## src/logic/fft_pkg.sv

```systemverilog
//==================================================
// shared types and helpers for the fft stage engine
// holds the twiddle mode encoding and small width
// and fixed-point helper functions, imported by the
// rtl modules that need them
//==================================================
package fft_pkg;

  // twiddle classes, sorted once when a twiddle is written
  // general needs the multiplier, the rest are free rotations
  typedef enum logic [2:0] {
    tw_general = 3'd0,
    tw_pos_one = 3'd1,
    tw_neg_one = 3'd2,
    tw_pos_j   = 3'd3,
    tw_neg_j   = 3'd4
  } twiddle_mode_t;

  // width of a lane index, never below one bit
  function automatic int lane_index_w(input int lanes);
    return (lanes > 1) ? $clog2(lanes) : 1;
  endfunction

  // fixed-point one for a given number of fraction bits
  function automatic int fixed_one(input int frac_w);
    return 1 << frac_w;
  endfunction

  // width of a complex product sum before scale-down
  // two data_w products plus one bit for the add or subtract
  function automatic int product_w(input int data_w);
    return 2 * data_w + 1;
  endfunction

endpackage

```

## src/logic/twiddle_if.sv

```systemverilog
//==================================================
// twiddle lookup between the config block and the
// butterfly, combinational within one cycle
// requester drives the lane, provider answers
//==================================================
interface twiddle_if #(
  parameter int data_w = 16,
  parameter int lanes  = 4
);
  import fft_pkg::*;

  // lane being processed by the butterfly
  logic [lane_index_w(lanes)-1:0] lane;

  // twiddle value and its precomputed class
  logic [data_w-1:0] w_re;
  logic [data_w-1:0] w_im;
  twiddle_mode_t     mode;

  modport requester (output lane, input w_re, w_im, mode);
  modport provider (input lane, output w_re, w_im, mode);

endinterface

```

## src/logic/complex_multiplier.sv

```systemverilog
//==================================================
// fixed-point complex multiplier, one cycle latency
// p = a * b, truncated toward minus infinity by an
// arithmetic shift of frac_w, low data_w bits kept
// result only updates while en is high
//==================================================
module complex_multiplier #(
  parameter int data_w = 16,
  parameter int frac_w = 8
) (
  input  logic              clk,
  input  logic              reset,
  input  logic              en,
  input  logic [data_w-1:0] a_re,
  input  logic [data_w-1:0] a_im,
  input  logic [data_w-1:0] b_re,
  input  logic [data_w-1:0] b_im,
  output logic [data_w-1:0] p_re,
  output logic [data_w-1:0] p_im
);
  import fft_pkg::*;

  localparam int sum_w = product_w(data_w);

  // four partial products at double width
  logic signed [2*data_w-1:0] prod_rr;
  logic signed [2*data_w-1:0] prod_ii;
  logic signed [2*data_w-1:0] prod_ri;
  logic signed [2*data_w-1:0] prod_ir;
  logic signed [sum_w-1:0]    sum_re;
  logic signed [sum_w-1:0]    sum_im;

  assign prod_rr = $signed(a_re) * $signed(b_re);
  assign prod_ii = $signed(a_im) * $signed(b_im);
  assign prod_ri = $signed(a_re) * $signed(b_im);
  assign prod_ir = $signed(a_im) * $signed(b_re);

  // (ar + j ai)(br + j bi), extra bit keeps the sum exact
  assign sum_re = prod_rr - prod_ii;
  assign sum_im = prod_ri + prod_ir;

  always_ff @(posedge clk) begin
    if (reset) begin
      p_re <= '0;
      p_im <= '0;
    end else if (en) begin
      p_re <= data_w'(sum_re >>> frac_w);
      p_im <= data_w'(sum_im >>> frac_w);
    end
  end

endmodule

```

## src/logic/twiddle_config.sv

```systemverilog
//==================================================
// per-lane twiddle register file
// each write is classified into a mode so that the
// butterfly can skip the multiplier on trivial lanes
// lookup through the twiddle interface is combinational
//==================================================
module twiddle_config #(
  parameter int data_w = 16,
  parameter int frac_w = 8,
  parameter int lanes  = 4
) (
  input  logic                                    clk,
  input  logic                                    reset,
  input  logic                                    cfg_we,
  input  logic [fft_pkg::lane_index_w(lanes)-1:0] cfg_lane,
  input  logic [data_w-1:0]                       cfg_re,
  input  logic [data_w-1:0]                       cfg_im,
  twiddle_if.provider                             tw
);
  import fft_pkg::*;

  // plus and minus one in the data format
  localparam logic [data_w-1:0] pos_one = data_w'(fixed_one(frac_w));
  localparam logic [data_w-1:0] neg_one = data_w'(-fixed_one(frac_w));

  logic [data_w-1:0] w_re_mem [lanes];
  logic [data_w-1:0] w_im_mem [lanes];
  twiddle_mode_t     mode_mem [lanes];
  twiddle_mode_t     cfg_mode;

  // classify the incoming value
  // real axis gives +1 / -1, imaginary axis gives +j / -j
  always_comb begin
    cfg_mode = tw_general;
    if (cfg_im == '0) begin
      if (cfg_re == pos_one) cfg_mode = tw_pos_one;
      else if (cfg_re == neg_one) cfg_mode = tw_neg_one;
    end else if (cfg_re == '0) begin
      if (cfg_im == pos_one) cfg_mode = tw_pos_j;
      else if (cfg_im == neg_one) cfg_mode = tw_neg_j;
    end
  end

  // entries come out of reset as 1 + 0j
  always_ff @(posedge clk) begin
    if (reset) begin
      for (int i = 0; i < lanes; i++) begin
        w_re_mem[i] <= pos_one;
        w_im_mem[i] <= '0;
        mode_mem[i] <= tw_pos_one;
      end
    end else if (cfg_we) begin
      w_re_mem[cfg_lane] <= cfg_re;
      w_im_mem[cfg_lane] <= cfg_im;
      mode_mem[cfg_lane] <= cfg_mode;
    end
  end

  // lookup for the butterfly, same cycle
  assign tw.w_re = w_re_mem[tw.lane];
  assign tw.w_im = w_im_mem[tw.lane];
  assign tw.mode = mode_mem[tw.lane];

  // writes must land on an existing lane
  a_cfg_lane: assert property (@(posedge clk) disable iff (reset)
    cfg_we |-> (int'(cfg_lane) < lanes));

endmodule

```

## src/logic/butterfly_iterative.sv

```systemverilog
//==================================================
// lane-serial radix-2 butterfly, c = a + wb, d = a - wb
// jobs move slot -> compute -> output register with
// credits on both sides, one multiplier shared by all
// lanes, trivial lanes 1 cycle, general lanes 2
//==================================================
module butterfly_iterative #(
  parameter int data_w      = 16,
  parameter int frac_w      = 8,
  parameter int lanes       = 4,
  parameter int out_credits = 2
) (
  input  logic                    clk,
  input  logic                    reset,
  input  logic                    in_valid,
  input  logic [lanes*data_w-1:0] in_a_re,
  input  logic [lanes*data_w-1:0] in_a_im,
  input  logic [lanes*data_w-1:0] in_b_re,
  input  logic [lanes*data_w-1:0] in_b_im,
  output logic                    in_credit,
  input  logic                    out_credit,
  output logic                    out_valid,
  output logic [lanes*data_w-1:0] out_c_re,
  output logic [lanes*data_w-1:0] out_c_im,
  output logic [lanes*data_w-1:0] out_d_re,
  output logic [lanes*data_w-1:0] out_d_im,
  twiddle_if.requester            tw
);
  import fft_pkg::*;

  localparam int lane_w = lane_index_w(lanes);
  localparam int cred_w = $clog2(out_credits + 1);

  // compute states
  localparam logic [1:0] st_idle   = 2'd0;
  localparam logic [1:0] st_issue  = 2'd1;
  localparam logic [1:0] st_finish = 2'd2;
  localparam logic [1:0] st_hold   = 2'd3;

  logic                    slot_full;
  logic [lanes*data_w-1:0] slot_a_re, slot_a_im, slot_b_re, slot_b_im;
  // working set, a/b are overwritten in place by c/d lane by lane
  logic [lanes*data_w-1:0] cur_a_re, cur_a_im, cur_b_re, cur_b_im;
  logic [1:0]              state;
  logic [lane_w-1:0]       lane_cnt;
  logic                    load, last_lane, mult_en, write_lane;
  logic signed [data_w-1:0] a_re, a_im, b_re, b_im;
  logic signed [data_w-1:0] m_re, m_im, p_re, p_im;
  logic                    out_full, send, out_free, move_out;
  logic [cred_w-1:0]       credit_cnt;

  // ================================================
  // input slot
  // ================================================
  // slot empties into compute when the fsm is idle, which frees the credit
  assign load      = slot_full && (state == st_idle);
  assign in_credit = load;

  always_ff @(posedge clk) begin
    if (reset) slot_full <= 1'b0;
    else if (in_valid) slot_full <= 1'b1;
    else if (load) slot_full <= 1'b0;
  end

  always_ff @(posedge clk) begin
    if (in_valid) begin
      slot_a_re <= in_a_re;
      slot_a_im <= in_a_im;
      slot_b_re <= in_b_re;
      slot_b_im <= in_b_im;
    end
  end

  // ================================================
  // lane-serial compute
  // ================================================
  assign tw.lane    = lane_cnt;
  assign last_lane  = (lane_cnt == lane_w'(lanes - 1));
  assign mult_en    = (state == st_issue) && (tw.mode == tw_general);
  assign write_lane = ((state == st_issue) && (tw.mode != tw_general)) ||
                      (state == st_finish);

  assign a_re = cur_a_re[lane_cnt*data_w +: data_w];
  assign a_im = cur_a_im[lane_cnt*data_w +: data_w];
  assign b_re = cur_b_re[lane_cnt*data_w +: data_w];
  assign b_im = cur_b_im[lane_cnt*data_w +: data_w];

  // product is ready the cycle after issue
  complex_multiplier #(.data_w(data_w), .frac_w(frac_w)) u_mult (
    .clk  (clk),
    .reset(reset),
    .en   (mult_en),
    .a_re (b_re),
    .a_im (b_im),
    .b_re (tw.w_re),
    .b_im (tw.w_im),
    .p_re (m_re),
    .p_im (m_im)
  );

  // w*b, trivial rotations bypass the multiplier and stay exact
  always_comb begin
    p_re = b_re;
    p_im = b_im;
    if (state == st_finish) begin
      p_re = m_re;
      p_im = m_im;
    end else begin
      case (tw.mode)
        tw_neg_one: begin p_re = -b_re; p_im = -b_im; end
        tw_pos_j:   begin p_re = -b_im; p_im = b_re;  end
        tw_neg_j:   begin p_re = b_im;  p_im = -b_re; end
        default:    begin p_re = b_re;  p_im = b_im;  end
      endcase
    end
  end

  always_ff @(posedge clk) begin
    if (reset) begin
      state    <= st_idle;
      lane_cnt <= '0;
    end else begin
      case (state)
        st_idle: if (load) begin
          state    <= st_issue;
          lane_cnt <= '0;
        end
        st_issue: begin
          if (tw.mode == tw_general) state <= st_finish;
          else if (last_lane) state <= st_hold;
          else lane_cnt <= lane_cnt + 1'b1;
        end
        st_finish: begin
          if (last_lane) begin
            state <= st_hold;
          end else begin
            state    <= st_issue;
            lane_cnt <= lane_cnt + 1'b1;
          end
        end
        default: if (out_free) state <= st_idle;
      endcase
    end
  end

  // c = a + p lands in the a slots, d = a - p in the b slots, both wrap
  always_ff @(posedge clk) begin
    if (load) begin
      cur_a_re <= slot_a_re;
      cur_a_im <= slot_a_im;
      cur_b_re <= slot_b_re;
      cur_b_im <= slot_b_im;
    end else if (write_lane) begin
      cur_a_re[lane_cnt*data_w +: data_w] <= a_re + p_re;
      cur_a_im[lane_cnt*data_w +: data_w] <= a_im + p_im;
      cur_b_re[lane_cnt*data_w +: data_w] <= a_re - p_re;
      cur_b_im[lane_cnt*data_w +: data_w] <= a_im - p_im;
    end
  end

  // ================================================
  // output register and downstream credits
  // ================================================
  assign send      = out_full && (credit_cnt != '0);
  assign out_valid = send;
  assign out_free  = !out_full || send;
  assign move_out  = (state == st_hold) && out_free;

  always_ff @(posedge clk) begin
    if (reset) begin
      out_full   <= 1'b0;
      credit_cnt <= cred_w'(out_credits);
    end else begin
      if (move_out) out_full <= 1'b1;
      else if (send) out_full <= 1'b0;
      credit_cnt <= credit_cnt + cred_w'(out_credit) - cred_w'(send);
    end
  end

  always_ff @(posedge clk) begin
    if (move_out) begin
      out_c_re <= cur_a_re;
      out_c_im <= cur_a_im;
      out_d_re <= cur_b_re;
      out_d_im <= cur_b_im;
    end
  end

  // upstream holds a single credit, so a new job never meets a full slot
  a_slot_free: assert property (@(posedge clk) disable iff (reset)
    in_valid |-> !slot_full);

  // downstream never returns more credits than it was granted
  a_credit_max: assert property (@(posedge clk) disable iff (reset)
    (out_credit && !send) |-> (credit_cnt < cred_w'(out_credits)));

endmodule

```

## src/logic/butterfly_engine.sv

```systemverilog
//==================================================
// radix-2 fft stage engine, top level
// twiddle config block beside a lane-serial butterfly
// credit flow control on input and output channels
//==================================================
module butterfly_engine #(
  parameter int data_w      = 16,
  parameter int frac_w      = 8,
  parameter int lanes       = 4,
  parameter int out_credits = 2
) (
  input  logic                                    clk,
  input  logic                                    reset,
  // input channel
  input  logic                                    in_valid,
  input  logic [lanes*data_w-1:0]                 in_a_re,
  input  logic [lanes*data_w-1:0]                 in_a_im,
  input  logic [lanes*data_w-1:0]                 in_b_re,
  input  logic [lanes*data_w-1:0]                 in_b_im,
  output logic                                    in_credit,
  // output channel
  output logic                                    out_valid,
  output logic [lanes*data_w-1:0]                 out_c_re,
  output logic [lanes*data_w-1:0]                 out_c_im,
  output logic [lanes*data_w-1:0]                 out_d_re,
  output logic [lanes*data_w-1:0]                 out_d_im,
  input  logic                                    out_credit,
  // twiddle configuration, only while drained
  input  logic                                    cfg_we,
  input  logic [fft_pkg::lane_index_w(lanes)-1:0] cfg_lane,
  input  logic [data_w-1:0]                       cfg_re,
  input  logic [data_w-1:0]                       cfg_im
);

  // per-lane twiddle lookup
  twiddle_if #(.data_w(data_w), .lanes(lanes)) tw_bus ();

  twiddle_config #(.data_w(data_w), .frac_w(frac_w), .lanes(lanes)) u_twiddle_config (
    .clk     (clk),
    .reset   (reset),
    .cfg_we  (cfg_we),
    .cfg_lane(cfg_lane),
    .cfg_re  (cfg_re),
    .cfg_im  (cfg_im),
    .tw      (tw_bus.provider)
  );

  butterfly_iterative #(
    .data_w     (data_w),
    .frac_w     (frac_w),
    .lanes      (lanes),
    .out_credits(out_credits)
  ) u_butterfly (
    .clk       (clk),
    .reset     (reset),
    .in_valid  (in_valid),
    .in_a_re   (in_a_re),
    .in_a_im   (in_a_im),
    .in_b_re   (in_b_re),
    .in_b_im   (in_b_im),
    .in_credit (in_credit),
    .out_credit(out_credit),
    .out_valid (out_valid),
    .out_c_re  (out_c_re),
    .out_c_im  (out_c_im),
    .out_d_re  (out_d_re),
    .out_d_im  (out_d_im),
    .tw        (tw_bus.requester)
  );

endmodule

```

## config.mk

```make
export PLATFORM = sky130hd
export DESIGN_NAME = butterfly_engine
export DESIGN_NICKNAME = d
export VERILOG_FILES = /design/src/logic/fft_pkg.sv /design/src/logic/twiddle_if.sv /design/src/logic/complex_multiplier.sv /design/src/logic/twiddle_config.sv /design/src/logic/butterfly_iterative.sv /design/src/logic/butterfly_engine.sv
export SDC_FILE = /design/constraint.sdc
export NUM_CORES = 2
export LEC_CHECK = 0
export ABC_AREA = 1
export BUFFER_PORTS_ARGS = -buffer_cell sky130_fd_sc_hd__buf_2
export CAP_MARGIN = 20
export CORE_MARGIN = 1.5
export CORE_UTILIZATION = 45
export DETAILED_ROUTE_END_ITERATION = 10
export MAX_ROUTING_LAYER = met4
export PLACE_DENSITY = 0.67
export SETUP_SLACK_MARGIN = 0.02
export SYNTH_ARGS = -nofsm -noshare
export SYNTH_HDL_FRONTEND = slang
export SYNTH_HIERARCHICAL = 1
export SYNTH_SLANG_ARGS = --single-unit
```

## constraint.sdc

```tcl
create_clock -name clk -period 17.9 [get_ports clk]
set_clock_uncertainty 0.1 [all_clocks]
set_input_delay 2.685 -clock clk [delete_from_list [all_inputs] [get_ports clk]]
set_output_delay 2.685 -clock clk [all_outputs]
set_load 0.01 [all_outputs]
```

==> flow_metrics.py <==
metrics = {
    "outcome": {
        "status": "finished, final reports clean",
    },
    "route": {
        "ant_nets": 0,
        "first_pass_iters": 6,
        "wire_per_inst_um": 23.1,
        "routed_wl_mm": 242,
        "drc": 0,
        "drt_iter0_markers": 5976,
        "vias_per_cell": 5.37,
        "routed-via-count": 56300,
    },
    "worst_setup_path": {
        "crit_path_top_delay_cell": "buf_4",
        "max_stage_delay_ns": 0.75,
        "worstPathArrival_ns": 10.57,
        "crit_family": "adder cells",
        "path_class": "reg -> reg",
        "end_kind": "flip-flop",
        "path_max_fanout": 65,
        "cp_common_cell": "fa_1",
        "cp.required_ns": 18.39,
        "crit_buf_inv": 11,
        "crit_path_start_kind": "flip-flop",
    },
    "layout": {
        "nNetsFinal": 9687,
        "syn2layout_area_growth_pct": 11.0,
        "post_route_cells_drive_above_1_share_pct": 10.9,
    },
    "place": {
        "port_buffers": 552,
        "hpwl_mm": 176,
        "place.gp.congestion": 0.938,
    },
    "timing": {
        "hold_viol": 0,
        "drv_slew": 0,
        "fin_setup_tns_ns": 0,
        "finalSetupViolations": 0,
        "fin_crit_ns": 10.08,
        "fin_crit_sh_pct": 56.3,
        "fmax_ghz": 0.0992,
        "slew_headroom_pct": 22.2,
        "rsz0062_at_grt": "false",
        "tightestPinTransition_ns": 1.17,
    },
    "yosys": {
        "ys_warn_count": 6,
        "synth_fp_nets": 9297,
        "syn-cell-area_mm2": 0.0733,
        "synth_edf_count": 908,
        "synth_cells": 7841,
        "synth_seq_cells": 948,
        "seq_area_frac_synth_pct": 38.3,
        "synthTopCellsByArea": "edfxtp_1 37%, fa_1 23%, inv_1 9.6%",
        "yosys.area.top_type": "edfxtp_1",
        "yosysMostFrequentCell": "inv_1",
        "ys_async_sr_fraction_pct": 0,
        "avgSynthCellArea_um2": 9.35,
        "post_synth_num_cell_types": 56,
        "synth_ff_type": "edfxtp_1",
        "yosys-top-cells-count": "1873 x inv_1, 1797 x nand2_1, 908 x edfxtp_1",
        "synth_top_area_share_pct": 37.2,
    },
    "clock_network": {
        "clk_pin_slew_ns": 0.06,
        "cts.sink_count": 948,
        "clk_latency_ns": 0.77,
        "cts_tree": "yes",
        "cts-buffers-inserted": 94,
        "htree_levels": 3,
        "postCtsSetupRepairBufs": 0,
        "clock_path_buffers": 3,
        "hold_buffers": 0,
        "clk_root_buffer_cell": "clkbuf_16",
        "cts_resized": 0,
    },
    "die": {
        "dieArea_mm2": 0.165,
        "io_pins": 553,
        "core_mm2": 0.161,
        "num_rows": 147,
        "start_util_pct": 45.5,
        "die_height_um": 407,
        "die_w_um": 407,
    },
    "global_routing": {
        "grt_pass1_vias": 57400,
        "grt.overflow.total": 0,
        "grt_use_total_pct": 30.4,
        "grt_max_degree": 142,
        "grt_pass1_wl_mm": 360,
        "antenna_found_initial": 43,
    },
    "hold_path": {
        "worst_hold_path_type": "reg -> reg",
    },
    "run": {
        "max_cap_viol_count": 0,
    },
}
-- worst reg2reg max path, delay by kind of cell, from the launching register on --
| family | cells | cell delay (ns) |
|---|---|---|
| AOI/OAI and AO/OA | 1 | 0.21 |
| adders and majority gates | 9 | 4.28 |
| buffers and inverters | 11 | 3.00 |
| DFF | 1 | 0.71 |
| and+or+nand+nor | 10 | 1.66 |
-- cell type report --
class	count	area (um2)
Antenna cell	33	82.6
Clock inverter	57	579
Fill cell	14800	79700
Timing Repair Buffer	658	3580
Sequential cell	948	28100
Tap cell	2160	2700
Inverter	1889	7100
Clock buffer	112	2420
Multi-Input combinational cell	4640	36800
-- metrics by stage --
stage	utilization (%)	area (um2)	hold WS [ns]	std cells	setup WS (ns)
6_report	50.5	81400	0.310	10500	7.82
5_1_grt	50.5	81400	0.315	10500	7.51
4_1_cts	50.5	81300	0.301	10500	7.96
3_5_place_dp	48.6	78300	0.327	10300	8.01
3_3_place_gp	48.6	78300	0.323	10300	8.07
2_1_floorplan	-	73300	0.321	7841	5.74
-- routing by layer --
layer	part of all wire [%]	GRT usage [%]	up-vias
met2	46	47.0	3125
met4	5.1	13.7	0
met5	0	-	-
met1	38	38.3	27800
li1	-	-	24800
met3	11	6.56	589
-- cell families (layout without fill, tap and decap cells) --
kind of cell               count (synthesis)  count (layout)  synth area share, %
other                                      0              33                    0
xor gates and xnor gates                  96              96                 1.15
and+or+nand+nor                         2628            2628                 14.3
DFF                                      948             948                 38.3
adders and majority gates               1161            1161                 28.3
AOI/OAI and AO/OA                        755             755                 6.11
buffers and inverters                   2253            2716                 11.8
-- path summary, 6_finish.rpt --
| path | startpoint | depth (start not counted) | to | slack (ns) |
|---|---|---|---|---|
| setup / recovery | u_butterfly/tw.lane[1]$_SDFFE_PP0P_ | 31 | u_butterfly/u_mult/p_re[11]$_SDFFE_PP0P_ | 7.82 |
| hold / removal | u_butterfly/cur_a_im[46]$_DFFE_PP_ | 0 | u_butterfly/out_c_im[46]$_DFFE_PP_ | 0.31 |
| setup reg to reg | u_butterfly/tw.lane[1]$_SDFFE_PP0P_ | 31 | u_butterfly/u_mult/p_re[11]$_SDFFE_PP0P_ | 7.82 |
| hold reg to reg | u_butterfly/cur_a_im[46]$_DFFE_PP_ | 0 | u_butterfly/out_c_im[46]$_DFFE_PP_ | 0.31 |
-- layout by cell type, fill, tap and decap left out, drive strengths merged, types with 32 or more instances in the layout --
cell type / count
a22o: 68
edfxtp: 908
a21oi: 130
ha: 329
nand2: 1818
nand3: 210
o22ai: 74
clkinv: 50
inv: 1887
o21ai: 364
diode: 33
dfxtp: 40
fa: 832
nor3: 32
nor2: 501
clkbuf: 112
xor2: 80
buf: 658
Power is not shown: default switching activity piles up to over one toggle a cycle in this logic, so the estimate is an artifact.
